[src/acc_pkg.sv]
// Shared widths, fixed-point constants, data types and controller states for the output accumulator
package acc_pkg;

    // ========================================================================
    // Widths and lane count
    // ========================================================================

    // Signed accumulator width, headroom for long K reductions
    localparam int ACC_W = 32;

    // Requantized output width
    localparam int OUT_W = 8;

    // Outputs packed per 64-bit DMA word
    localparam int LANES = 8;

    // ========================================================================
    // Fixed-point constants
    // ========================================================================

    // Scale factor is Q16.16, so 1.0 is 32'h0001_0000
    localparam int FRAC_BITS = 16;

    // INT8 saturation bounds
    localparam int Q8_MAX = 127;
    localparam int Q8_MIN = -128;

    // ========================================================================
    // Data types
    // ========================================================================

    // One accumulator entry
    typedef logic signed [ACC_W-1:0] acc_t;

    // One requantized output
    typedef logic signed [OUT_W-1:0] q8_t;

    // Unsigned Q16.16 scale
    typedef logic [31:0] scale_t;

    // Eight INT8 outputs, lane 0 in the low byte
    typedef logic [LANES*OUT_W-1:0] dma_word_t;

    // Eight accumulators of one DMA word, read stage 1 to stage 2
    typedef acc_t [LANES-1:0] acc_lanes_t;

    // Bank controller state
    typedef enum logic {
        IDLE,
        ACCUM
    } acc_state_e;

endpackage

[src/acc_ctrl_if.sv]
// Bank steering strobes from the bank controller to the accumulator banks
`timescale 1ns/1ps

interface acc_ctrl_if;

    // Bank currently accumulating, the other one is read
    logic active_bank;

    // Zero the active bank
    logic clr_en;

    // Add the partial-sum vector into the active bank
    logic add_en;

    // Capture one word from the inactive bank
    logic rd_en;

    // Controller side drives every strobe
    modport ctrl (
        output active_bank,
        output clr_en,
        output add_en,
        output rd_en
    );

    // Bank side only listens
    modport bank (
        input active_bank,
        input clr_en,
        input add_en,
        input rd_en
    );

endinterface

[src/accum_banks.sv]
// Two signed accumulator banks with clear, vector add and the first read stage
`timescale 1ns/1ps

module accum_banks
    import acc_pkg::*;
#(
    parameter int N_ROWS = 3,
    parameter int N_COLS = 4,
    parameter int ADDR_W = 4
) (
    input  logic                          clk,
    input  logic                          rst_n,
    acc_ctrl_if.bank                      bank,
    input  acc_t [N_ROWS*N_COLS-1:0]      partial_sums,
    input  logic [ADDR_W-1:0]             rd_addr,
    output acc_lanes_t                    rd_lanes,
    output logic                          rd_valid
);

    // ========================================================================
    // Geometry
    // ========================================================================

    // Real accumulators, one per array output
    localparam int NUM_ACCS = N_ROWS * N_COLS;

    // Rounded up to whole DMA words
    localparam int BANK_DEPTH = ((NUM_ACCS + LANES - 1) / LANES) * LANES;

    // DMA words per bank
    localparam int N_WORDS = BANK_DEPTH / LANES;

    // Bank storage, entries past NUM_ACCS are padding and stay zero
    acc_t mem [2][BANK_DEPTH];

    // Read side always looks at the idle bank
    logic rd_bank;

    assign rd_bank = ~bank.active_bank;

    // ========================================================================
    // Accumulate and clear
    // ========================================================================

    // Add beats in while the tile runs
    // Add wins if a clear arrives on the same beat
    always_ff @(posedge clk or negedge rst_n) begin
        if (!rst_n) begin
            for (int b = 0; b < 2; b++) begin
                for (int i = 0; i < BANK_DEPTH; i++) begin
                    mem[b][i] <= '0;
                end
            end
        end else if (bank.add_en) begin
            for (int i = 0; i < NUM_ACCS; i++) begin
                mem[bank.active_bank][i] <= mem[bank.active_bank][i] + partial_sums[i];
            end
        end else if (bank.clr_en) begin
            // Only the active bank, the other may still be draining
            for (int i = 0; i < NUM_ACCS; i++) begin
                mem[bank.active_bank][i] <= '0;
            end
        end
    end

    // ========================================================================
    // Read stage 1
    // ========================================================================

    // Word w maps to accumulators 8w .. 8w+7
    always_ff @(posedge clk) begin
        if (bank.rd_en) begin
            for (int l = 0; l < LANES; l++) begin
                rd_lanes[l] <= mem[rd_bank][rd_addr * LANES + l];
            end
        end
    end

    // One-cycle marker for the requantizer
    always_ff @(posedge clk or negedge rst_n) begin
        if (!rst_n) begin
            rd_valid <= 1'b0;
        end else begin
            rd_valid <= bank.rd_en;
        end
    end

    // DMA address from the top must stay inside the bank
    a_rd_addr_in_range: assert property (
        @(posedge clk) disable iff (!rst_n)
        bank.rd_en |-> (rd_addr < N_WORDS)
    );

endmodule

[src/flat_wrapper.sv]
// flat-port wrapper written by rule: the top's interface ports become plain ports
module accum_banks_flat import acc_pkg::*;
#(
    parameter int N_ROWS = 3,
    parameter int N_COLS = 4,
    parameter int ADDR_W = 4
)
  (clk, rst_n, partial_sums, rd_addr, rd_lanes, rd_valid, bank_active_bank, bank_clr_en, bank_add_en, bank_rd_en);
  acc_ctrl_if bank_i ();
  input  logic clk;
  input  logic rst_n;
  input  acc_t [N_ROWS*N_COLS-1:0] partial_sums;
  input  logic [ADDR_W-1:0] rd_addr;
  output acc_lanes_t rd_lanes;
  output logic rd_valid;
  input wire logic [$bits(bank_i.active_bank)-1:0] bank_active_bank;
  input wire logic [$bits(bank_i.clr_en)-1:0] bank_clr_en;
  input wire logic [$bits(bank_i.add_en)-1:0] bank_add_en;
  input wire logic [$bits(bank_i.rd_en)-1:0] bank_rd_en;
  assign bank_i.active_bank = bank_active_bank;
  assign bank_i.clr_en = bank_clr_en;
  assign bank_i.add_en = bank_add_en;
  assign bank_i.rd_en = bank_rd_en;
  accum_banks #(.N_ROWS(N_ROWS), .N_COLS(N_COLS), .ADDR_W(ADDR_W)) u_core (.clk(clk), .rst_n(rst_n), .bank(bank_i), .partial_sums(partial_sums), .rd_addr(rd_addr), .rd_lanes(rd_lanes), .rd_valid(rd_valid));
endmodule
[config.mk]
export PLATFORM = sky130hd
export DESIGN_NAME = accum_banks_flat
export DESIGN_NICKNAME = d
export VERILOG_FILES = /design/src/acc_pkg.sv /design/src/acc_ctrl_if.sv /design/src/accum_banks.sv /design/src/flat_wrapper.sv
export SDC_FILE = /design/constraint.sdc
export NUM_CORES = 2
export LEC_CHECK = 0
export ABC_AREA = 1
export BUFFER_PORTS_ARGS = -buffer_cell sky130_fd_sc_hd__buf_4
export CORE_ASPECT_RATIO = 0.7
export CORE_UTILIZATION = 46
export DETAILED_ROUTE_END_ITERATION = 8
export PLACE_DENSITY = 0.75
export SYNTH_ARGS = -nofsm -noshare
export SYNTH_HDL_FRONTEND = slang
export SYNTH_SLANG_ARGS = --single-unit
export TNS_END_PERCENT = 10
[constraint.sdc]
create_clock -name clk -period 4.31 [get_ports clk]
set_clock_uncertainty 0.05 [all_clocks]
set_input_delay 0.2155 -clock clk [delete_from_list [all_inputs] [get_ports clk]]
set_output_delay 0.2155 -clock clk [all_outputs]
set_load 0.05 [all_outputs]
# Word-level counts from Yosys, hierarchy flattened
# Cells that the tools add are included.
# classes
mux,68
magnitude_cmp,11
bitwise_logic,35
reduce_logical,2
addsub,19
# op_table
op,n
AND 1024 bit,12
bitwise mux 1024 bit,12
NOT 1024 bit,12
demux 512 bit (select 1 bit),12
2-to-1 mux 512 bit,7
2-to-1 mux 1024 bit,2
binary-select mux 32 bit (select 4 bit),8
2-to-1 mux 32 bit,16
2-to-1 mux 480 bit,1
2-to-1 mux 448 bit,1
2-to-1 mux 416 bit,1
adder 32 bit,12
2-to-1 mux 384 bit,1
2-to-1 mux 352 bit,1
2-to-1 mux 320 bit,1
2-to-1 mux 288 bit,1
"greater-or-equal comparator 33 x 5 -> 1 bit, second input constant",8
2-to-1 mux 256 bit,1
NOT 32 -> 33 bit,7
2-to-1 mux 224 bit,1
2-to-1 mux 192 bit,1
2-to-1 mux 160 bit,1
NOT 7 -> 33 bit,1
"adder 7 x 3 -> 8 bit, second input constant",4
other kinds (8),11
# word_totals
out_inout_bits,257
elab_cells,176
register_bits,1281

# Logic depth before layout (Yosys ltp)
# depth
depth_word,20
ltp_mapped,22
mapped_depth_nobuf,18

# Least setup slack after synthesis
# OpenSTA, ideal clock, no wires.
# synth_timing
path_kind,in2reg
start,input port bank_active_bank
end,register u_core.mem[220] (netlist name)
path_buffers,5
arrival_ns,2.586
cell_stages,19
required_time_ns,4.183
setup_slack_ns,1.597
setup_time_ns,0.077
path_cell_list,buf_4 > buf_6 > buf_4 > buf_2 > buf_2 > nand2_1 > o21ai_0 > ha_1 > inv_1 > fa_1 > inv_1 > nand3_1 > nand3_1 > nand3_1 > nand3_1 > nand2_1 > nand3_1 > nand3_1 > a21oi_1
# synth_via
elab_chain_len,18
elab_cells_between_ends,70
classes_between,add/sub (12); order compare (2); mux (30); bitwise (25); reduce/logical (1)
# synth_rtl
item,line,text
"start, declared",flat_wrapper.sv:16,input wire logic [$bits(bank_i.active_bank)-1:0] bank_active_bank;
NOT 1 -> 2 bit (implied by the code) (*),"accum_banks.sv:56, accum_banks.sv:61",
2-to-1 mux 512 bit (implied by the code) (3 in series),accum_banks.sv:56,mem[bank.active_bank][i] <= mem[bank.active_bank][i] + partial_sums[i];
adder 32 bit,accum_banks.sv:56,
bitwise mux 1024 bit (12 in series),accum_banks.sv:56,
2-to-1 mux 1024 bit (*),accum_banks.sv:54,end else if (bank.add_en) begin
"end signal, assigned by index",accum_banks.sv:56,
"end, declared",accum_banks.sv:34,acc_t mem [2][BANK_DEPTH];
# Mark *: on every way between the ends. The rest lies on a longest branch, timed or not. The select of a mux whose other input is x is not followed.
# A chain may end at the register's enable or synchronous reset.

# Worst setup path after layout
# layout_timing
start,input port bank_active_bank
end,register u_core.mem[954] (netlist name)
# layout_via
elab_chain_len,18
elab_cells_between_ends,70
classes_between,add/sub (12); order compare (2); mux (30); bitwise (25); reduce/logical (1)
# layout_rtl
item,line
NOT 1 -> 2 bit (implied by the code) (*),"accum_banks.sv:56, accum_banks.sv:61"
2-to-1 mux 512 bit (implied by the code) (tied with other cells),accum_banks.sv:56
2-to-1 mux 512 bit (implied by the code) / logical AND 1 bit (equally long branches),"accum_banks.sv:56, accum_banks.sv:61"
2-to-1 mux 512 bit (implied by the code) / 2-to-1 mux 448 bit (equally long branches),"accum_banks.sv:56, accum_banks.sv:61"
adder 32 bit / demux 512 bit (select 1 bit) (equally long branches),"accum_banks.sv:56, accum_banks.sv:61"
bitwise mux 1024 bit / NOT 1024 bit (equally long branches),-
bitwise mux 1024 bit / AND 1024 bit (equally long branches) (10 in series),-
bitwise mux 1024 bit / 2-to-1 mux 1024 bit (equally long branches),"accum_banks.sv:56, accum_banks.sv:58"
2-to-1 mux 1024 bit (*),accum_banks.sv:54
# Marked as above.

==> results.tsv <==
metric	value	unit
outcome	finished, final reports clean	
htree_levels	3	
cts_sinks	1025	
fillers	16300	
drt-total-wl	296000	um
crit_path_end_kind	flip-flop	
cts_resized	0	
setup_tns	0	ns
timing.final.crit_share	82.5	%
route.detailed.drc	0	
required	4.94	ns
ant_nets	0	
slowest_stage	dlygate4sd3_1	
combinationalPowerShare	48.6	%
p_leak	50.2	nW
ys_seq_area_share	34.0	%
cts_hold_buf	339	
ys_top_cells_by_area	dfrtp_1 24%, nand2_1 20%, edfxtp_1 9.7%, inv_1 9.4%, a21oi_1 5.9%	
worstPathCellList	dlygate4sd3_1, buf_8, inv_16, buf_4, nand2_1, nand2_1, ha_1, nand2_1, nor2_1, nand2_1, nor2_1, nand2_1, nand4_1, nand3_1, a21oi_1	
p_switching	22.0	mW
clockBufferDepth	3	
grt_antenna_before_repair	24	
power	48.1	mW
vdd_ir_drop_max	350	uV
die_area	174000	um2
power.internal	26.1	mW
vias_per_cell	5.44	
fin_cells	15500	
cts-buffers-inserted	107	
fin_nets	13900	
layout_commonest_cell	nand2_1	
avgSynthCellArea	6.39	um2
synth-edff-count	256	
holdCritPathClass	input port to flip-flop	
worstSetupPathType	input port to flip-flop	
yosysTopAreaCell	dfrtp_1	
dp_hpwl	214000	um
p_seq_share	30.4	%
maxCapViolCount	0	
die_w	498	um
setup_viol	0	
area_growth	17.8	%
grt_use_total	33.0	%
worst_pin_slew	1.09	ns
vias	84100	
syn_area	79100	um2
ys.flop_type	dfrtp_1	
arrival	4.18	ns
wire_per_inst	19.2	um
path_max_fanout	86	
dp_cells	14900	
layout-drive-gt1-share	7.28	%
slew-limit-headroom	27.0	%
synth_nets	13200	
die_y	349	um
grt_pass1_vias	73600	
rsz0062_at_grt	no	
yosysWarnings	0	
finalHoldViolations	0	
synth_top_area_share	24.3	%
num_rows	126	
ys_types	38	
post_cts_buffers	0	
cpMostUsedCell	nand2_1	
first_pass_iters	7	
place_congestion	1.03	
p_per_area	517	nW/um2
switching_share	45.7	%
final_cell_mix	4,269 x nand2_1, 1,988 x inv_1, 949 x nor2_1	
cts_tree	done	
utilization	54.9	%
drt_iter0_markers	11600	
fmax	0.281	GHz
ys_ff_latch	1025	
cts-root-buf	clkbuf_16	
worst_slack	0.756	ns
clkPwrFrac	21.0	%
start_util	46.6	%
grt_max_degree	170	
place_ws	0.872	ns
async_flop_share	75.0	%
period_minus_slack	3.55	ns
num_io_pins	651	
core_region_area	170000	um2
port_buffers	647	
synthCells	12400	
startpoint_type	input port	
grt.overflow.total	0	
slowest_delay	0.59	ns
worstSkewPairLatency	0.76	ns
slew_violations	0	
clkSlewWorstSetupHoldPaths	0.06	ns
grt_pass1_wl	444000	um
==> worst max-delay path, delay by kind of cell <==
| family | cells | cell delay [ns] |
|---|---|---|
| buf+inv | 4 | 1.63 |
| compound gates | 1 | 0.16 |
| simple gates | 9 | 1.56 |
| fa+ha+maj | 1 | 0.44 |
==> power groups by stage <==
stage	registers [mW]	logic, mW	clock network, mW
after global placement	14.6	22.1	0
final	14.6	23.4	10.1
after global routing	14.9	25.9	10.6
after floorplan	15.4	14.9	0
after CTS	14.5	22.8	10.2
after detailed placement	14.7	22.3	0
==> final timing paths <==
check,from,to,slack [ns],cells past startpoint
setup reg to reg,u_core.mem[736],u_core.mem[764],1.16,14
hold / removal,partial_sums[132],u_core.mem[868],0.06,6
hold reg to reg,u_core.mem[464],u_core.mem[464],0.44,2
min in group asynchronous,rst_n,u_core.mem[662],0.08,2
setup / recovery,bank_active_bank,u_core.mem[954],0.76,15
max in group asynchronous,rst_n,u_core.mem[829],2.70,4
==> kinds of logic (layout without fill, tap and decap cells) <==
| family | Yosys count | in the layout | share of synthesized area [%] |
|---|---|---|---|
| adder cells (fa/ha/maj) | 384 | 384 | 6.19 |
| buffers and inverters | 2488 | 3302 | 12.3 |
| AO/OA/AOI/OAI | 2113 | 2113 | 14.5 |
| flip-flops | 1025 | 1025 | 34.0 |
| other | 0 | 12 | 0 |
| XOR/XNOR | 144 | 144 | 1.59 |
| AND/OR/NAND/NOR | 6233 | 6233 | 31.5 |
==> per-stage QoR <==
step                      area [um2]  hold slack [ns]
after floorplan                79100           -0.130
after global placement         86000            0.279
after detailed placement       86000            0.274
after CTS                      93100         0.000880
after global routing           93200           0.0427
final                          93200           0.0635
==> layout make-up <==
type                            count  area (um2)  area share [%]
Tap cell                         2240        2800            3.01
Clock buffer                      157        3230            3.47
Sequential cell                  1025       26900            28.9
Timing Repair Buffer             1103        9640            10.3
Antenna cell                       12        30.0          0.0322
Clock inverter                     45         500           0.537
Inverter                         1997        7530            8.09
Multi-Input combinational cell   8874       42500            45.6
==> sequential cells by signal, indices dropped and copies added (netlist names) <==
signal	cells
u_core.rd_lanes	256
u_core.rd_valid	1
u_core.mem	768
==> per-layer routing <==
metal  track usage [%]  vias up  wire (um)
met5                 0        -         32
met4              11.1        4      10900
met3              7.04      498      33300
met2              46.0     4485     118000
met1              49.7    38400     134000
li1                  -    40700          -
==> cells in the mapped netlist, drive strengths merged (13+ instances only) <==
master,instances
o21bai,36
buf,251
a21oi,936
nand4,36
or2,13
ha,372
nand3,860
clkbuf,240
a22oi,39
o21ai,859
nand2,4272
a31oi,25
a32oi,61
nand3b,49
nor3,39
a22o,64
inv,1996
a211oi,19
xor2,115
dfrtp,769
xnor2,29
o22ai,58
nor2,952
edfxtp,256
No activity file was read; power rests on OpenSTA's default activity.
