### src/acc_pkg.sv
// Shared widths, fixed-point constants, data types and controller states for the output accumulator
package acc_pkg;

    // ========================================================================
    // Widths and lane count
    // ========================================================================

    // Signed accumulator width, headroom for long K reductions
    localparam int ACC_W = 32;

    // Requantized output width
    localparam int OUT_W = 8;

    // Outputs packed per 64-bit DMA word
    localparam int LANES = 8;

    // ========================================================================
    // Fixed-point constants
    // ========================================================================

    // Scale factor is Q16.16, so 1.0 is 32'h0001_0000
    localparam int FRAC_BITS = 16;

    // INT8 saturation bounds
    localparam int Q8_MAX = 127;
    localparam int Q8_MIN = -128;

    // ========================================================================
    // Data types
    // ========================================================================

    // One accumulator entry
    typedef logic signed [ACC_W-1:0] acc_t;

    // One requantized output
    typedef logic signed [OUT_W-1:0] q8_t;

    // Unsigned Q16.16 scale
    typedef logic [31:0] scale_t;

    // Eight INT8 outputs, lane 0 in the low byte
    typedef logic [LANES*OUT_W-1:0] dma_word_t;

    // Eight accumulators of one DMA word, read stage 1 to stage 2
    typedef acc_t [LANES-1:0] acc_lanes_t;

    // Bank controller state
    typedef enum logic {
        IDLE,
        ACCUM
    } acc_state_e;

endpackage

### src/acc_ctrl_if.sv
// Bank steering strobes from the bank controller to the accumulator banks
`timescale 1ns/1ps

interface acc_ctrl_if;

    // Bank currently accumulating, the other one is read
    logic active_bank;

    // Zero the active bank
    logic clr_en;

    // Add the partial-sum vector into the active bank
    logic add_en;

    // Capture one word from the inactive bank
    logic rd_en;

    // Controller side drives every strobe
    modport ctrl (
        output active_bank,
        output clr_en,
        output add_en,
        output rd_en
    );

    // Bank side only listens
    modport bank (
        input active_bank,
        input clr_en,
        input add_en,
        input rd_en
    );

endinterface

### src/bank_controller.sv
// Ping-pong bank controller owning the active bank, busy state and per-bank ready flags
`timescale 1ns/1ps

module bank_controller
    import acc_pkg::*;
(
    input  logic      clk,
    input  logic      rst_n,
    input  logic      acc_clear,
    input  logic      acc_valid,
    input  logic      tile_done,
    input  logic      dma_rd_en,
    output logic      busy,
    output logic      bank_sel,
    output logic      dma_ready,
    acc_ctrl_if.ctrl  ctrl
);

    // ========================================================================
    // State
    // ========================================================================

    acc_state_e state_q;

    // Bank that takes partial sums
    logic active_q;

    // One ready flag per bank, set when its tile finishes
    logic [1:0] ready_q;

    // Tile start and end
    // tile_done has priority, it closes the tile
    always_ff @(posedge clk or negedge rst_n) begin
        if (!rst_n) begin
            state_q <= IDLE;
        end else if (tile_done) begin
            state_q <= IDLE;
        end else if (acc_clear) begin
            state_q <= ACCUM;
        end
    end

    // Swap banks at the end of every tile
    always_ff @(posedge clk or negedge rst_n) begin
        if (!rst_n) begin
            active_q <= 1'b0;
        end else if (tile_done) begin
            active_q <= ~active_q;
        end
    end

    // Ready flags
    // Finished bank becomes readable, first DMA read consumes the flag
    // Both events can land together but always on different banks
    always_ff @(posedge clk or negedge rst_n) begin
        if (!rst_n) begin
            ready_q <= 2'b00;
        end else begin
            if (tile_done) begin
                ready_q[active_q] <= 1'b1;
            end
            if (dma_rd_en) begin
                ready_q[!active_q] <= 1'b0;
            end
        end
    end

    // ========================================================================
    // Outputs
    // ========================================================================

    assign busy      = (state_q == ACCUM);
    assign bank_sel  = active_q;

    // DMA always reads the bank that is not accumulating
    assign dma_ready = ready_q[!active_q];

    // Strobes pass straight through, the banks only see steered commands
    assign ctrl.active_bank = active_q;
    assign ctrl.clr_en      = acc_clear;
    assign ctrl.add_en      = acc_valid;
    assign ctrl.rd_en       = dma_rd_en;

    // Bank swap is caused only by the previous tile_done
    a_swap_on_done: assert property (
        @(posedge clk) disable iff (!rst_n)
        $changed(active_q) |-> $past(tile_done)
    );

endmodule

### src/flat_wrapper.sv
// flat-port wrapper written by rule: the top's interface ports become plain ports
module bank_controller_flat import acc_pkg::*;
  (clk, rst_n, acc_clear, acc_valid, tile_done, dma_rd_en, busy, bank_sel, dma_ready, ctrl_active_bank, ctrl_clr_en, ctrl_add_en, ctrl_rd_en);
  acc_ctrl_if ctrl_i ();
  input  logic clk;
  input  logic rst_n;
  input  logic acc_clear;
  input  logic acc_valid;
  input  logic tile_done;
  input  logic dma_rd_en;
  output logic busy;
  output logic bank_sel;
  output logic dma_ready;
  output wire logic [$bits(ctrl_i.active_bank)-1:0] ctrl_active_bank;
  output wire logic [$bits(ctrl_i.clr_en)-1:0] ctrl_clr_en;
  output wire logic [$bits(ctrl_i.add_en)-1:0] ctrl_add_en;
  output wire logic [$bits(ctrl_i.rd_en)-1:0] ctrl_rd_en;
  assign ctrl_active_bank = ctrl_i.active_bank;
  assign ctrl_clr_en = ctrl_i.clr_en;
  assign ctrl_add_en = ctrl_i.add_en;
  assign ctrl_rd_en = ctrl_i.rd_en;
  bank_controller u_core (.clk(clk), .rst_n(rst_n), .acc_clear(acc_clear), .acc_valid(acc_valid), .tile_done(tile_done), .dma_rd_en(dma_rd_en), .busy(busy), .bank_sel(bank_sel), .dma_ready(dma_ready), .ctrl(ctrl_i));
endmodule
### config.mk
export PLATFORM = sky130hd
export DESIGN_NAME = bank_controller_flat
export DESIGN_NICKNAME = d
export VERILOG_FILES = /design/src/acc_pkg.sv /design/src/acc_ctrl_if.sv /design/src/bank_controller.sv /design/src/flat_wrapper.sv
export SDC_FILE = /design/constraint.sdc
export NUM_CORES = 1
export LEC_CHECK = 0
export BUFFER_PORTS_ARGS = -buffer_cell sky130_fd_sc_hd__buf_4
export CORE_AREA = 2 2 39 41
export CTS_CLUSTER_SIZE = 24
export DETAILED_ROUTE_END_ITERATION = 10
export DIE_AREA = 0 0 41 43
export HOLD_SLACK_MARGIN = 0.08
export SETUP_SLACK_MARGIN = 0.5
export SLEW_MARGIN = 20
export SYNTH_ARGS = -nofsm -noshare
export SYNTH_HDL_FRONTEND = slang
export SYNTH_SLANG_ARGS = --single-unit
### constraint.sdc
create_clock -name clk -period 1.75 [get_ports clk]
set_input_delay 0.0875 -clock clk [delete_from_list [all_inputs] [get_ports clk]]
set_output_delay 0.0875 -clock clk [all_outputs]
set_load 0.005 [all_outputs]
Word level (Yosys, flattened, before mapping)
Index checks and enable logic that the tools add are counted.
{"block": "totals", "ramBits": 0, "register_bits": 4, "wordCells": 25, "rom_bits": 0, "latchBits": 0, "n_memories": 0}
{"block": "op_classes", "div": 0, "mul": 0, "magnitude_cmp": 4, "n_addsub": 0, "n_bitwise": 4, "shift": 0, "reduce_logical": 4, "n_eq_ne": 0, "n_mux": 10}
{"cell": "$mux 1", "count": 6}
{"cell": "$lt 1x2->1 const B", "count": 2}
{"cell": "$mux 2", "count": 2}
{"cell": "$and 2x2->2", "count": 1}
{"cell": "$demux 1 s1", "count": 2}
{"cell": "$ge 1x1->1 const B", "count": 2}
{"cell": "$logic_and 1x1->1", "count": 2}
{"cell": "$not 2->2", "count": 1}
{"cell": "$or 2x2->2", "count": 1}
{"cell": "$reduce_bool 2->1", "count": 1}
{"cell": "$logic_not 1->1", "count": 1}
{"cell": "$not 1->1", "count": 1}

Depth between registers and ports, before layout
Gate-level depths: netlist of run 1.
{"block": "depth", "depth_word": 8, "ltp_mapped": 2}

Least setup slack after synthesis of run 1
No wires, ideal clock.
{"block": "synth_timing", "kind": "register to register", "startpoint": "register u_core.active_q, in the netlist u_core.bank_sel", "endpoint": "register u_core.ready_q[0]", "required_time_ns": 1.629, "path_stages_with_launch": 3, "arrival_ns": 0.689, "synth_period_minus_slack_ns": 0.810, "n_path_buf": 0, "slack_ns": 0.940, "path_cell_list": "dfrtp_1 -> inv_2 -> a22o_1"}
{"block": "synth_between", "elab_chain_cells": 8, "word_cells_on_any_way": 16, "cone_classes": "4 x order compare; 6 x mux; 3 x bitwise; 3 x reduce/logical"}
{"item": "start, declared", "line": "bank_controller.sv:26", "rtl": "logic active_q;"}
{"item": "start signal, assigned", "line": "bank_controller.sv:48", "rtl": "active_q <= ~active_q;"}
{"item": "$lt 1x2->1 (not written as such) (tied with other cells)", "line": "bank_controller.sv:60", "rtl": "ready_q[active_q] <= 1'b1;"}
{"item": "$logic_and 1x1->1 (not written as such) (tied with other cells)", "line": "bank_controller.sv:60"}
{"item": "$mux 1 (not written as such) / $logic_and 1x1->1 (equally long branches)", "line": "bank_controller.sv:60, bank_controller.sv:63"}
{"item": "$demux 1 s1 / $mux 1 (equally long branches)"}
{"item": "$or 2x2->2 (no line) / $demux 1 s1 (equally long branches)"}
{"item": "$mux 2 / $not 2->2 (equally long branches)"}
{"item": "$and 2x2->2 (no line)"}
{"item": "$mux 2 *", "line": "bank_controller.sv:62", "rtl": "if (dma_rd_en) begin"}
{"item": "end signal, assigned", "line": "bank_controller.sv:57", "rtl": "ready_q <= 2'b00;"}
{"item": "end signal, assigned by index", "line": "bank_controller.sv:60"}
{"item": "end signal, assigned by index", "line": "bank_controller.sv:63", "rtl": "ready_q[!active_q] <= 1'b0;"}
{"item": "end, declared", "line": "bank_controller.sv:29", "rtl": "logic [1:0] ready_q;"}
Every way passes the cells marked *; elsewhere a longest branch is shown, timed or not.
A chain may end at the register's enable or synchronous reset.

Worst setup path in the final report of run 1
{"block": "layout_timing", "startpoint": "register u_core.active_q, in the netlist u_core.bank_sel", "endpoint": "output port dma_ready"}
{"block": "layout_between", "elab_chain_cells": 2}
{"item": "$mux 1 (not written as such) (2 in series)", "line": "bank_controller.sv:76", "rtl": "assign dma_ready = ready_q[!active_q];"}
{"item": "end, declared", "line": "flat_wrapper.sv:13", "rtl": "output logic dma_ready;"}
Every way passes these cells. The select of a mux whose other input is x is not followed.

==> results by group, run 1 <==
Logic synthesis
  • Area share of the leading cell type in the synthesized netlist: 0.541
  • Most used DFF post-synth: sky130_fd_sc_hd__dfrtp_1
  • Number of nets in the synthesized netlist: 25
  • Yosys cell types: 9
  • Largest area contributor in the synthesized netlist: sky130_fd_sc_hd__dfrtp_1
  • Number of instances in the synthesized netlist: 19
  • Proportion of register bits with asynchronous set or reset after synthesis: 1.00
  • Most used standard cells in the synthesized netlist: 4 x sky130_fd_sc_hd__buf_4, 4 x sky130_fd_sc_hd__dfrtp_1, 3 x sky130_fd_sc_hd__o21ai_0, 2 x sky130_fd_sc_hd__nand2_1, 2 x sky130_fd_sc_hd__nor2_1
  • Synth top area cells: sky130_fd_sc_hd__dfrtp_1 54%, sky130_fd_sc_hd__buf_4 16%, sky130_fd_sc_hd__o21ai_0 8.1%
  • Avg Cell Area, Syn: 9.75 µm²
  • Post-synth design cell area: 185 µm²
  • EDFF count, synth: 0
  • #FFs+latches synth: 4
  • Yosys warning count: 0
  • Portion of the post-synthesis area used by sequential elements: 0.541

STA
  • Final worst clock skew: 0.00175 ns
  • Normalized max-slew margin: 0.834
  • Count of final max-slew check failures: 0
  • Total setup violations reported at the end of the flow: 0
  • Crit path time final: 1.10 ns
  • Setup TNS: 0 ns
  • Measured slew at the worst slew-check pin: 0.249 ns
  • Highest Clock Rate: 912 MHz
  • Unrepaired setup endpoints after global routing: false
  • Share of the cycle needed by the critical path after routing: 0.627
  • Final count of hold timing violations: 0
  • Worst path setup slack after routing: 0.653 ns

GRT
  • Antenna violations before repair: 0
  • Maximum number of pins on one net before global-route repair: 9
  • Remaining Overflow, GRT: 0
  • Overall Global Routing Usage: 0.0593
  • Wire length of the first global-routing pass: 558 µm
  • Vias in the first global route: 165

CTS
  • CTS clock-pin slew for the worst setup and hold paths: 0.04 ns
  • Clock network latency to the later pin of the worst-skew pair: 0.23 ns
  • Total CTS buffers: 3
  • Post-CTS setup buffers: 0
  • Clock sinks: 4
  • Clock Path Buffers: 2
  • CTS Root Cell: sky130_fd_sc_hd__clkbuf_4
  • CTS tree: yes
  • Clock H-tree levels: 1

Flow run
  • Max cap viols: 0

Place
  • Total instance count after detailed placement: 41
  • Port Buf Inserts: 10
  • Worst-case setup slack after placement: 0.894 ns
  • Final Wtd Congestion: 0.601
  • Post-DP HPWL: 296 µm

Detailed routing
  • Number of vias per cell: 3.40
  • Initial DRC Count: 0
  • Number of remaining DRC errors: 0
  • Final wirelength: 385 µm
  • Drt first pass iters: 1
  • Via count of the routed design: 160
  • Routed WL per cell: 8.19 µm
  • Routed Antenna Nets: 0

Worst setup path
  • Kind of cell adding the most delay to the critical path: flip-flops
  • Type of destination of the critical path: output pin
  • Critical path type: flip-flop to output pin
  • Worst-path cell chain: o21ai_0 > buf_4
  • Max stage delay cell, worst path: sky130_fd_sc_hd__dfrtp_1
  • Largest fanout on the critical path: 8
  • Req. time, crit path: 1.66 ns
  • Element type at the critical path start: flip-flop
  • Crit path largest cell delay: 0.45 ns
  • Reg-to-reg setup timing slack: 0.90 ns
  • Arrival time at the worst endpoint: 1.01 ns
  • Crit path buf inv count: 1

Die
  • Die footprint: 1760 µm²
  • Site Rows: 14
  • Starting density of the core: 0.134
  • Total core area: 1380 µm²
  • Die W: 41 µm
  • Die outline height: 43 µm
  • I/O pin count: 13

Run status
  • Status: finished, final reports clean

Power
  • Power consumption: 0.428 mW
  • Leakage: 0.152 nW
  • Pwr Density: 1410 nW/µm²
  • Peak supply drop: 173 µV

Final layout
  • Growth of design area from synthesis to finish: 63.5%
  • Nets@finish: 39
  • Ratio of cells with drive above 1 in the final layout: 0.452
  • Final core area utilization: 0.219
  • Layout fillers: 158
  • Antenna diode count: 0
  • Fin cells: 47

Hold path
  • Min-Delay Path Class: primary input to flip-flop
routing by layer:
metal	GRT usage	vias up	part of all wire
li1	-	82	-
met1	0.0452	70	0.36
met2	0.0656	8	0.49
met3	0.0471	0	0.14
met4	0.100	0	0
met5	0	-	0
what timing repair did:
item | 4_1_cts | 5_1_grt
setup endpoints to repair | 0 | 1
endpoints found under the hold margin | 7 | 0
hold buffers | 4 | 0
resized for setup | 0 | 0
flip-flops by register name (all words and copies together) (netlist names):
register         count
u_core.bank_sel      1
u_core.ready_q       2
u_core.busy          1
placed cells by master, fill, tap and decap left out, drive strengths merged:
cell type	netlist	layout
buf	4	10
a22o	1	1
nand2	2	2
dlygate4sd3	0	3
o21ai	3	3
inv	2	2
clkbuf	0	3
dfrtp	4	4
xor2	1	1
nor2	2	2
worst register-to-register path: cells and delay by family, from the launching register on:
kind                   cells  cell delay (ns)
DFF                        1             0.47
buffers and inverters      1             0.04
AOI/OAI and AO/OA          1             0.22
power by group:
| part | internal, mW | total (mW) | switching [mW] |
|---|---|---|---|
| sequential | 0.130 | 0.169 | 0.0390 |
| clock | 0.0767 | 0.114 | 0.0371 |
| combinational | 0.0923 | 0.145 | 0.0530 |
| total | 0.299 | 0.428 | 0.129 |
cell families after synthesis:
family	after synthesis	share of synthesized area
flops	4	0.541
xor+xnor	1	0.0473
compound gates	4	0.128
simple gates	4	0.0811
buf+inv	6	0.203
metrics by stage:
stage	instance area (µm²)	hold WS [ns]
after global routing	303	0.133
after floorplan	185	-0.208
after CTS	313	0.175
final	303	0.0865
after detailed placement	250	-0.113
after global placement	250	-0.115
area by class of cell:
class / instances / area, µm² / share of cell area
sequential: 4 / 100 / 0.331
multi-input combinational: 9 / 47.5 / 0.157
inverter: 2 / 7.51 / 0.0248
tap: 16 / 20.0 / 0.0661
timing repair buffer: 13 / 105 / 0.347
clock buffer: 3 / 22.5 / 0.0744
path summary, 6_finish.rpt:
kind / end / start / cells after the start
worst min register to register: u_core.busy / u_core.busy / 2
worst min-delay path: u_core.busy / acc_clear / 3
worst max-delay path: dma_ready / u_core.bank_sel / 2
worst max register to register: u_core.ready_q[0] / u_core.bank_sel / 2
min in group asynchronous: u_core.bank_sel / rst_n / 2
max in group asynchronous: u_core.ready_q[0] / rst_n / 2
No activity file was read; power rests on OpenSTA's default activity.
==> run 2: changes to the inputs <==
ABC_AREA = 1   (was unset)
clock period = 1.04 ns   (was 1.75 ns; I/O delays follow)
==> results by group, run 2 <==
Worst setup path
  • Number of cells on the worst reg-to-reg path: 5 (+3)
  • Crit path largest cell delay: 0.45 ns (about the same)
  • Largest fanout on the critical path: 7 (-1)
  • Crit path buf inv count: 1 (unchanged)
  • Critical R2R Capture: u_core.ready_q[1]
  • Element type at the critical path start: flip-flop
  • Type of destination of the critical path: output pin
  • Req. time, crit path: 0.99 ns (-0.67 ns)
  • Arrival time at the worst endpoint: 0.93 ns (-0.08 ns)
  • Worst-path cell chain: nand2_2 > o21ai_2 > buf_4
  • Max stage delay cell, worst path: sky130_fd_sc_hd__dfrtp_2
  • Critical path type: flip-flop to output pin
  • Kind of cell adding the most delay to the critical path: flip-flops
  • Reg-to-reg setup timing slack: 0.15 ns (-0.75 ns)
  • Beginning of the worst register-to-register path: u_core.bank_sel

Detailed routing
  • Drt first pass iters: 2 (+1)
  • Final wirelength: 416 µm (+8.1%)
  • Routed Antenna Nets: 0 (unchanged)
  • Initial DRC Count: 2 (+2)
  • Via count of the routed design: 184 (+15%)
  • Routed WL per cell: 7.85 µm (-4.2%)
  • Number of remaining DRC errors: 0 (unchanged)
  • Number of vias per cell: 3.47 (+2.0%)

Logic synthesis
  • Cell with the most instances after synthesis: sky130_fd_sc_hd__nand2_1
  • EDFF count, synth: 0 (unchanged)
  • Proportion of register bits with asynchronous set or reset after synthesis: 1.00 (unchanged)
  • Post-synth design cell area: 196 µm² (+6.1%)
  • Number of instances in the synthesized netlist: 24 (+5)
  • Yosys warning count: 0 (unchanged)
  • Combinational family with the most area after synthesis: buffers and inverters
  • Portion of the post-synthesis area used by sequential elements: 0.510 (-0.0310)
  • #FFs+latches synth: 4 (unchanged)
  • Most used standard cells in the synthesized netlist: 9 x sky130_fd_sc_hd__nand2_1, 4 x sky130_fd_sc_hd__buf_4, 4 x sky130_fd_sc_hd__dfrtp_1, 3 x sky130_fd_sc_hd__inv_1, 2 x sky130_fd_sc_hd__nor2_1
  • Basic-gate share of the synthesized area counting and, or, nand and nor cells: 0.210 (+0.129)
  • Avg Cell Area, Syn: 8.18 µm² (-16%)
  • Area share of the leading cell type in the synthesized netlist: 0.510 (-0.0310)
  • Yosys cell types: 7 (-2)
  • Largest area contributor in the synthesized netlist: sky130_fd_sc_hd__dfrtp_1
  • Mux contribution to synthesized area: 0 (unchanged)
  • Synth top area cells: sky130_fd_sc_hd__dfrtp_1 51%, sky130_fd_sc_hd__nand2_1 17%, sky130_fd_sc_hd__buf_4 15%
  • Area share of xor/xnor cells in the synthesized design: 0.0446 (-0.00271)
  • Adder-cell share of the synthesized area: 0 (unchanged)
  • Number of nets in the synthesized netlist: 30 (+20%)
  • Compound-gate portion of the synthesized area: 0.0255 (-0.103)
  • Most used DFF post-synth: sky130_fd_sc_hd__dfrtp_1

Place
  • Port Buf Inserts: 10 (unchanged)
  • Final Wtd Congestion: 0.549 (-8.7%)
  • Post-DP HPWL: 311 µm (+5.0%)
  • Worst-case setup slack after placement: 0.234 ns (-0.660 ns)

GRT
  • Wire length of the first global-routing pass: 614 µm (+10%)
  • Vias in the first global route: 168 (+1.8%)
  • Remaining Overflow, GRT: 0 (unchanged)
  • Maximum number of pins on one net before global-route repair: 8 (-1)
  • Antenna violations before repair: 0 (unchanged)
  • Overall Global Routing Usage: 0.0595 (+0.000239)

Power
  • Pwr Density: 2650 nW/µm² (+87%)
  • Power consumption: 0.868 mW (+100%)
  • Leakage: 0.177 nW (+16%)
  • Peak supply drop: 567 µV (+230%)

Die
  • Total core area: 1380 µm² (unchanged)
  • Starting density of the core: 0.142 (+0.00814)
  • Die outline height: 43 µm (unchanged)
  • Die footprint: 1760 µm² (unchanged)
  • I/O pin count: 13 (unchanged)
  • Die W: 41 µm (unchanged)
  • Site Rows: 14 (unchanged)

STA
  • Total setup violations reported at the end of the flow: 0 (unchanged)
  • Unrepaired setup endpoints after global routing: true
  • Crit path time final: 0.982 ns
  • Setup TNS: 0 ns (unchanged)
  • Minimum hold slack: 0.0163 ns (-0.0702 ns)
  • Share of the cycle needed by the critical path after routing: 0.944
  • Count of final max-slew check failures: 0 (unchanged)
  • Final worst clock skew: 0.00718 ns (+0.00543 ns)
  • Normalized max-slew margin: 0.903 (+0.0687)
  • Measured slew at the worst slew-check pin: 0.146 ns (-0.103 ns)
  • Highest Clock Rate: 1020 MHz
  • Final count of hold timing violations: 0 (unchanged)
  • Worst path setup slack after routing: 0.0584 ns (-0.595 ns)

Final layout
  • Final core area utilization: 0.237 (+0.0181)
  • Nets@finish: 44 (+13%)
  • Most common cell after layout, fill and taps aside: sky130_fd_sc_hd__buf_4
  • Max FFs per register: 2 (unchanged)
  • Commonest cells after routing, fill and taps aside: 10 x sky130_fd_sc_hd__buf_4, 8 x sky130_fd_sc_hd__nand2_1, 3 x sky130_fd_sc_hd__clkbuf_4, 3 x sky130_fd_sc_hd__dfrtp_1
  • Ratio of cells with drive above 1 in the final layout: 0.514 (+0.0619)
  • Growth of design area from synthesis to finish: 66.9%
  • Area of the multi-input gates: 61.3 µm² (+29%)
  • Reg area: 101 µm² (+1.2%)
  • Register with the highest flop count: u_core.ready_q
  • Layout fillers: 156 (-1.3%)
  • Antenna diode count: 0 (unchanged)

CTS
  • Clock network latency to the later pin of the worst-skew pair: 0.24 ns (about the same)
  • CTS tree: yes
  • CTS Root Cell: sky130_fd_sc_hd__clkbuf_4
  • CTS clock-pin slew for the worst setup and hold paths: 0.04 ns (about the same)
  • Clock sinks: 4 (unchanged)
  • Clock H-tree levels: 1 (unchanged)
  • Total CTS buffers: 3 (unchanged)
  • Post-CTS Hold Fix Bufs: 1 (-3)
  • Clock Path Buffers: 2 (unchanged)

Hold path
  • Worst-case hold path end point: u_core.busy
  • Min-Delay Path Class: primary input to flip-flop
  • Count of cells along the worst hold path: 2 (-1)
  • Worst Min Path Start: tile_done

Flow run
  • Max cap viols: 0 (unchanged)

Run status
  • Status: finished, final reports clean
==> run 2: report_power, final <==
group | switching, mW | total (mW) | internal [mW]
logic | 0.148 | 0.374 | 0.226
clock network | 0.0649 | 0.209 | 0.144
registers | 0.0619 | 0.285 | 0.223
total | 0.274 | 0.868 | 0.593
==> run 2: worst max-delay path by stage <==
stage / startpoint / end / slack, ns / cells after the start
after detailed placement: u_core.bank_sel / dma_ready / 0.23 / 2
after CTS: u_core.bank_sel / dma_ready / 0.04 / 2
after floorplan: u_core.bank_sel / u_core.ready_q[1] / 0.31 / 4
after global routing: u_core.bank_sel / dma_ready / 0.02 / 3
final: u_core.bank_sel / dma_ready / 0.06 / 3
after global placement: u_core.bank_sel / dma_ready / 0.24 / 2
==> run 2: kinds of logic after synthesis <==
kind of cell,Yosys count
compound gates,1
xor+xnor,1
buf+inv,7
flops,4
simple gates,11
==> run 2: final cells by class <==
cell class / count / area share
timing repair buffer: 13 / 0.328
sequential: 4 / 0.309
multi-input combinational: 13 / 0.187
clock buffer: 4 / 0.0802
tap: 16 / 0.0611
inverter: 3 / 0.0344
==> run 2: layer usage <==
metal / vias to the layer above / share of wire / wire length (µm) / GRT usage
met4: 0 / 0 / 0 / 0.0800
met3: 0 / 0.13 / 56 / 0.0314
met5: - / 0 / 0 / 0
li1: 92 / - / - / -
met2: 7 / 0.55 / 228 / 0.0813
met1: 85 / 0.32 / 132 / 0.0490
==> run 2: per-stage QoR <==
stage	instance area [µm²]	cells
2_1_floorplan	198	24
3_3_place_gp	263	46
3_5_place_dp	263	46
4_1_cts	322	53
5_1_grt	328	53
6_report	328	53
==> run 2: what timing repair did <==
item	CTS	global route
endpoints found under the hold margin	7	2
resized for setup	3	2
endpoints found under the setup margin	8	8
pin swaps	2	0
buffers inserted	2	0
==> run 3: changes to the inputs <==
ABC_AREA = unset   (was 1)
SLEW_MARGIN = 25   (was 20)
==> results by group, run 3 (synthesized netlist as in run 1, its figures left out) <==
Run status
  • Status: finished, final reports clean

Final layout
  • Growth of design area from synthesis to finish: 67.6%
  • Register with the highest flop count: u_core.ready_q
  • Most common cell after layout, fill and taps aside: sky130_fd_sc_hd__buf_4
  • Ratio of cells with drive above 1 in the final layout: 0.531 (+0.0177)
  • Max FFs per register: 2 (unchanged)
  • Layout fillers: 150 (-3.8%)
  • Post-Layout Inst Area: 310 µm² (-5.3%)
  • Commonest cells after routing, fill and taps aside: 10 x sky130_fd_sc_hd__buf_4, 3 x sky130_fd_sc_hd__clkbuf_4, 3 x sky130_fd_sc_hd__dfrtp_1
  • Antenna diode count: 0 (unchanged)
  • Nets@finish: 39 (-11%)

Worst setup path
  • Largest fanout on the critical path: 5 (-2)
  • Crit path buf inv count: 1 (unchanged)
  • Beginning of the worst register-to-register path: u_core.bank_sel
  • Type of destination of the critical path: output pin
  • Critical path type: flip-flop to output pin
  • Element type at the critical path start: flip-flop
  • Crit path largest cell delay: 0.43 ns (-0.02 ns)
  • Worst-path cell chain: o21ai_1 > buf_4
  • Critical R2R Capture: u_core.ready_q[0]
  • Reg-to-reg setup timing slack: 0.17 ns (+0.02 ns)
  • Kind of cell adding the most delay to the critical path: flip-flops
  • Number of cells on the worst reg-to-reg path: 3 (-2)
  • Req. time, crit path: 0.99 ns (about the same)
  • Max stage delay cell, worst path: sky130_fd_sc_hd__dfrtp_2
  • Arrival time at the worst endpoint: 0.91 ns (-0.02 ns)

Die
  • I/O pin count: 13 (unchanged)
  • Site Rows: 14 (unchanged)
  • Total core area: 1380 µm² (unchanged)
  • Die W: 41 µm (unchanged)
  • Die outline height: 43 µm (unchanged)
  • Die footprint: 1760 µm² (unchanged)
  • Starting density of the core: 0.134 (-0.00814)

STA
  • Final count of hold timing violations: 0 (unchanged)
  • Normalized max-slew margin: 0.915 (+0.0120)
  • Worst path setup slack after routing: 0.0776 ns (+0.0192 ns)
  • Crit path time final: 0.962 ns (-0.0192 ns)
  • Unrepaired setup endpoints after global routing: true
  • Highest Clock Rate: 1040 MHz (+2.0%)
  • Measured slew at the worst slew-check pin: 0.126 ns (-0.0193 ns)
  • Count of final max-slew check failures: 0 (unchanged)
  • Share of the cycle needed by the critical path after routing: 0.925 (-0.0185)
  • Final worst clock skew: 0.00197 ns (-0.00522 ns)
  • Setup TNS: 0 ns (unchanged)
  • Total setup violations reported at the end of the flow: 0 (unchanged)

Detailed routing
  • Final wirelength: 402 µm (-3.4%)
  • Number of remaining DRC errors: 0 (unchanged)
  • Number of vias per cell: 3.54 (+2.0%)
  • Drt first pass iters: 4 (+2)
  • Routed Antenna Nets: 0 (unchanged)
  • Via count of the routed design: 170 (-7.6%)
  • Routed WL per cell: 8.38 µm (+6.7%)
  • Initial DRC Count: 5 (+3)

CTS
  • CTS clock-pin slew for the worst setup and hold paths: 0.04 ns (about the same)
  • Clock network latency to the later pin of the worst-skew pair: 0.24 ns (about the same)
  • Clock sinks: 4 (unchanged)
  • Clock H-tree levels: 1 (unchanged)
  • Total CTS buffers: 3 (unchanged)
  • Post-CTS Hold Fix Bufs: 1 (unchanged)
  • CTS tree: yes
  • Clock Path Buffers: 2 (unchanged)
  • CTS Root Cell: sky130_fd_sc_hd__clkbuf_4

GRT
  • Wire length of the first global-routing pass: 545 µm (-11%)
  • Overall Global Routing Usage: 0.0552 (-0.00431)
  • Maximum number of pins on one net before global-route repair: 6 (-2)
  • Antenna violations before repair: 0 (unchanged)
  • Remaining Overflow, GRT: 0 (unchanged)
  • Vias in the first global route: 160 (-4.8%)

Hold path
  • Worst-case hold path end point: u_core.busy
  • Count of cells along the worst hold path: 2 (unchanged)
  • Min-Delay Path Class: primary input to flip-flop
  • Worst Min Path Start: tile_done

Place
  • Port Buf Inserts: 10 (unchanged)
  • Post-detailed-placement cell area: 251 µm² (-4.3%)
  • Post-DP HPWL: 282 µm (-9.4%)
  • Worst-case setup slack after placement: 0.237 ns (+0.00328 ns)
  • Final Wtd Congestion: 0.604 (+10%)

Power
  • Power dissipated by switching net loads: 0.249 mW (-9.3%)
  • Combinational power share: 0.415 (-0.016)
  • Cell-internal power: 0.584 mW (-1.6%)
  • Power share of the clock group: 0.255 (+0.014)
  • Peak supply drop: 372 µV (-34%)
  • Pwr Density: 2680 nW/µm² (+1.4%)
  • Leakage: 0.156 nW (-12%)
  • Share of power burned in registers: 0.331 (+0.003)
  • Switching part of the total power: 0.299 (-0.0175)

Flow run
  • Max cap viols: 0 (unchanged)
[run 3: power groups by stage]
stage / Combinational (mW) / Sequential (mW) / Clock (mW)
6_report: 0.345 / 0.275 / 0.212
3_3_place_gp: 0.232 / 0.290 / 0
3_5_place_dp: 0.238 / 0.294 / 0
4_1_cts: 0.345 / 0.272 / 0.222
2_1_floorplan: 0.131 / 0.279 / 0
5_1_grt: 0.376 / 0.287 / 0.233
[run 3: worst max-delay path by stage]
| stage | start | cells after the start | slack, ns | to |
|---|---|---|---|---|
| floorplan | u_core.bank_sel | 2 | 0.29 | u_core.ready_q[0] |
| global placement | u_core.bank_sel | 2 | 0.25 | dma_ready |
| detailed placement | u_core.bank_sel | 2 | 0.24 | dma_ready |
| CTS | u_core.bank_sel | 2 | 0.07 | dma_ready |
| global route | u_core.bank_sel | 3 | 0.04 | dma_ready |
| finish | u_core.bank_sel | 2 | 0.08 | dma_ready |
[run 3: per-layer routing]
metal / vias up / track usage / part of all wire
met2: 14 / 0.0813 / 0.53
met3: 0 / 0.0471 / 0.14
met1: 75 / 0.0354 / 0.33
met5: - / 0 / 0
met4: 0 / 0.0600 / 0
li1: 81 / - / -
[run 3: what timing repair did]
item	CTS	global route
endpoints found under the hold margin	7	3
setup buffers	2	0
endpoints found under the setup margin	8	8
gates resized for setup	4	0
pin swaps	2	0
[run 3: per-stage QoR]
step	total power, mW	hold slack [ns]	utilization	instances
CTS	0.839	-0.00647	0.224	48
global placement	0.522	-0.151	0.182	41
detailed placement	0.532	-0.150	0.182	41
finish	0.833	0.00233	0.224	48
global route	0.896	-0.00462	0.224	48
floorplan	0.410	-0.244	-	19
[run 3: layout make-up]
| cell class | instances | area [µm²] | share of cell area |
|---|---|---|---|
| repair buffers | 13 | 108 | 0.347 |
| flip-flops and latches | 4 | 101 | 0.327 |
| multi-input cells | 9 | 47.5 | 0.153 |
| clock buffers | 4 | 26.3 | 0.0847 |
| well taps | 16 | 20.0 | 0.0645 |
| inverters | 2 | 7.51 | 0.0242 |
[run 3: worst register-to-register path: stages (launching register included)]
cell,delay (ns)
sky130_fd_sc_hd__dfrtp_2,0.39
sky130_fd_sc_hd__buf_4,0.15
sky130_fd_sc_hd__inv_2,0.03
sky130_fd_sc_hd__a22o_1,0.19
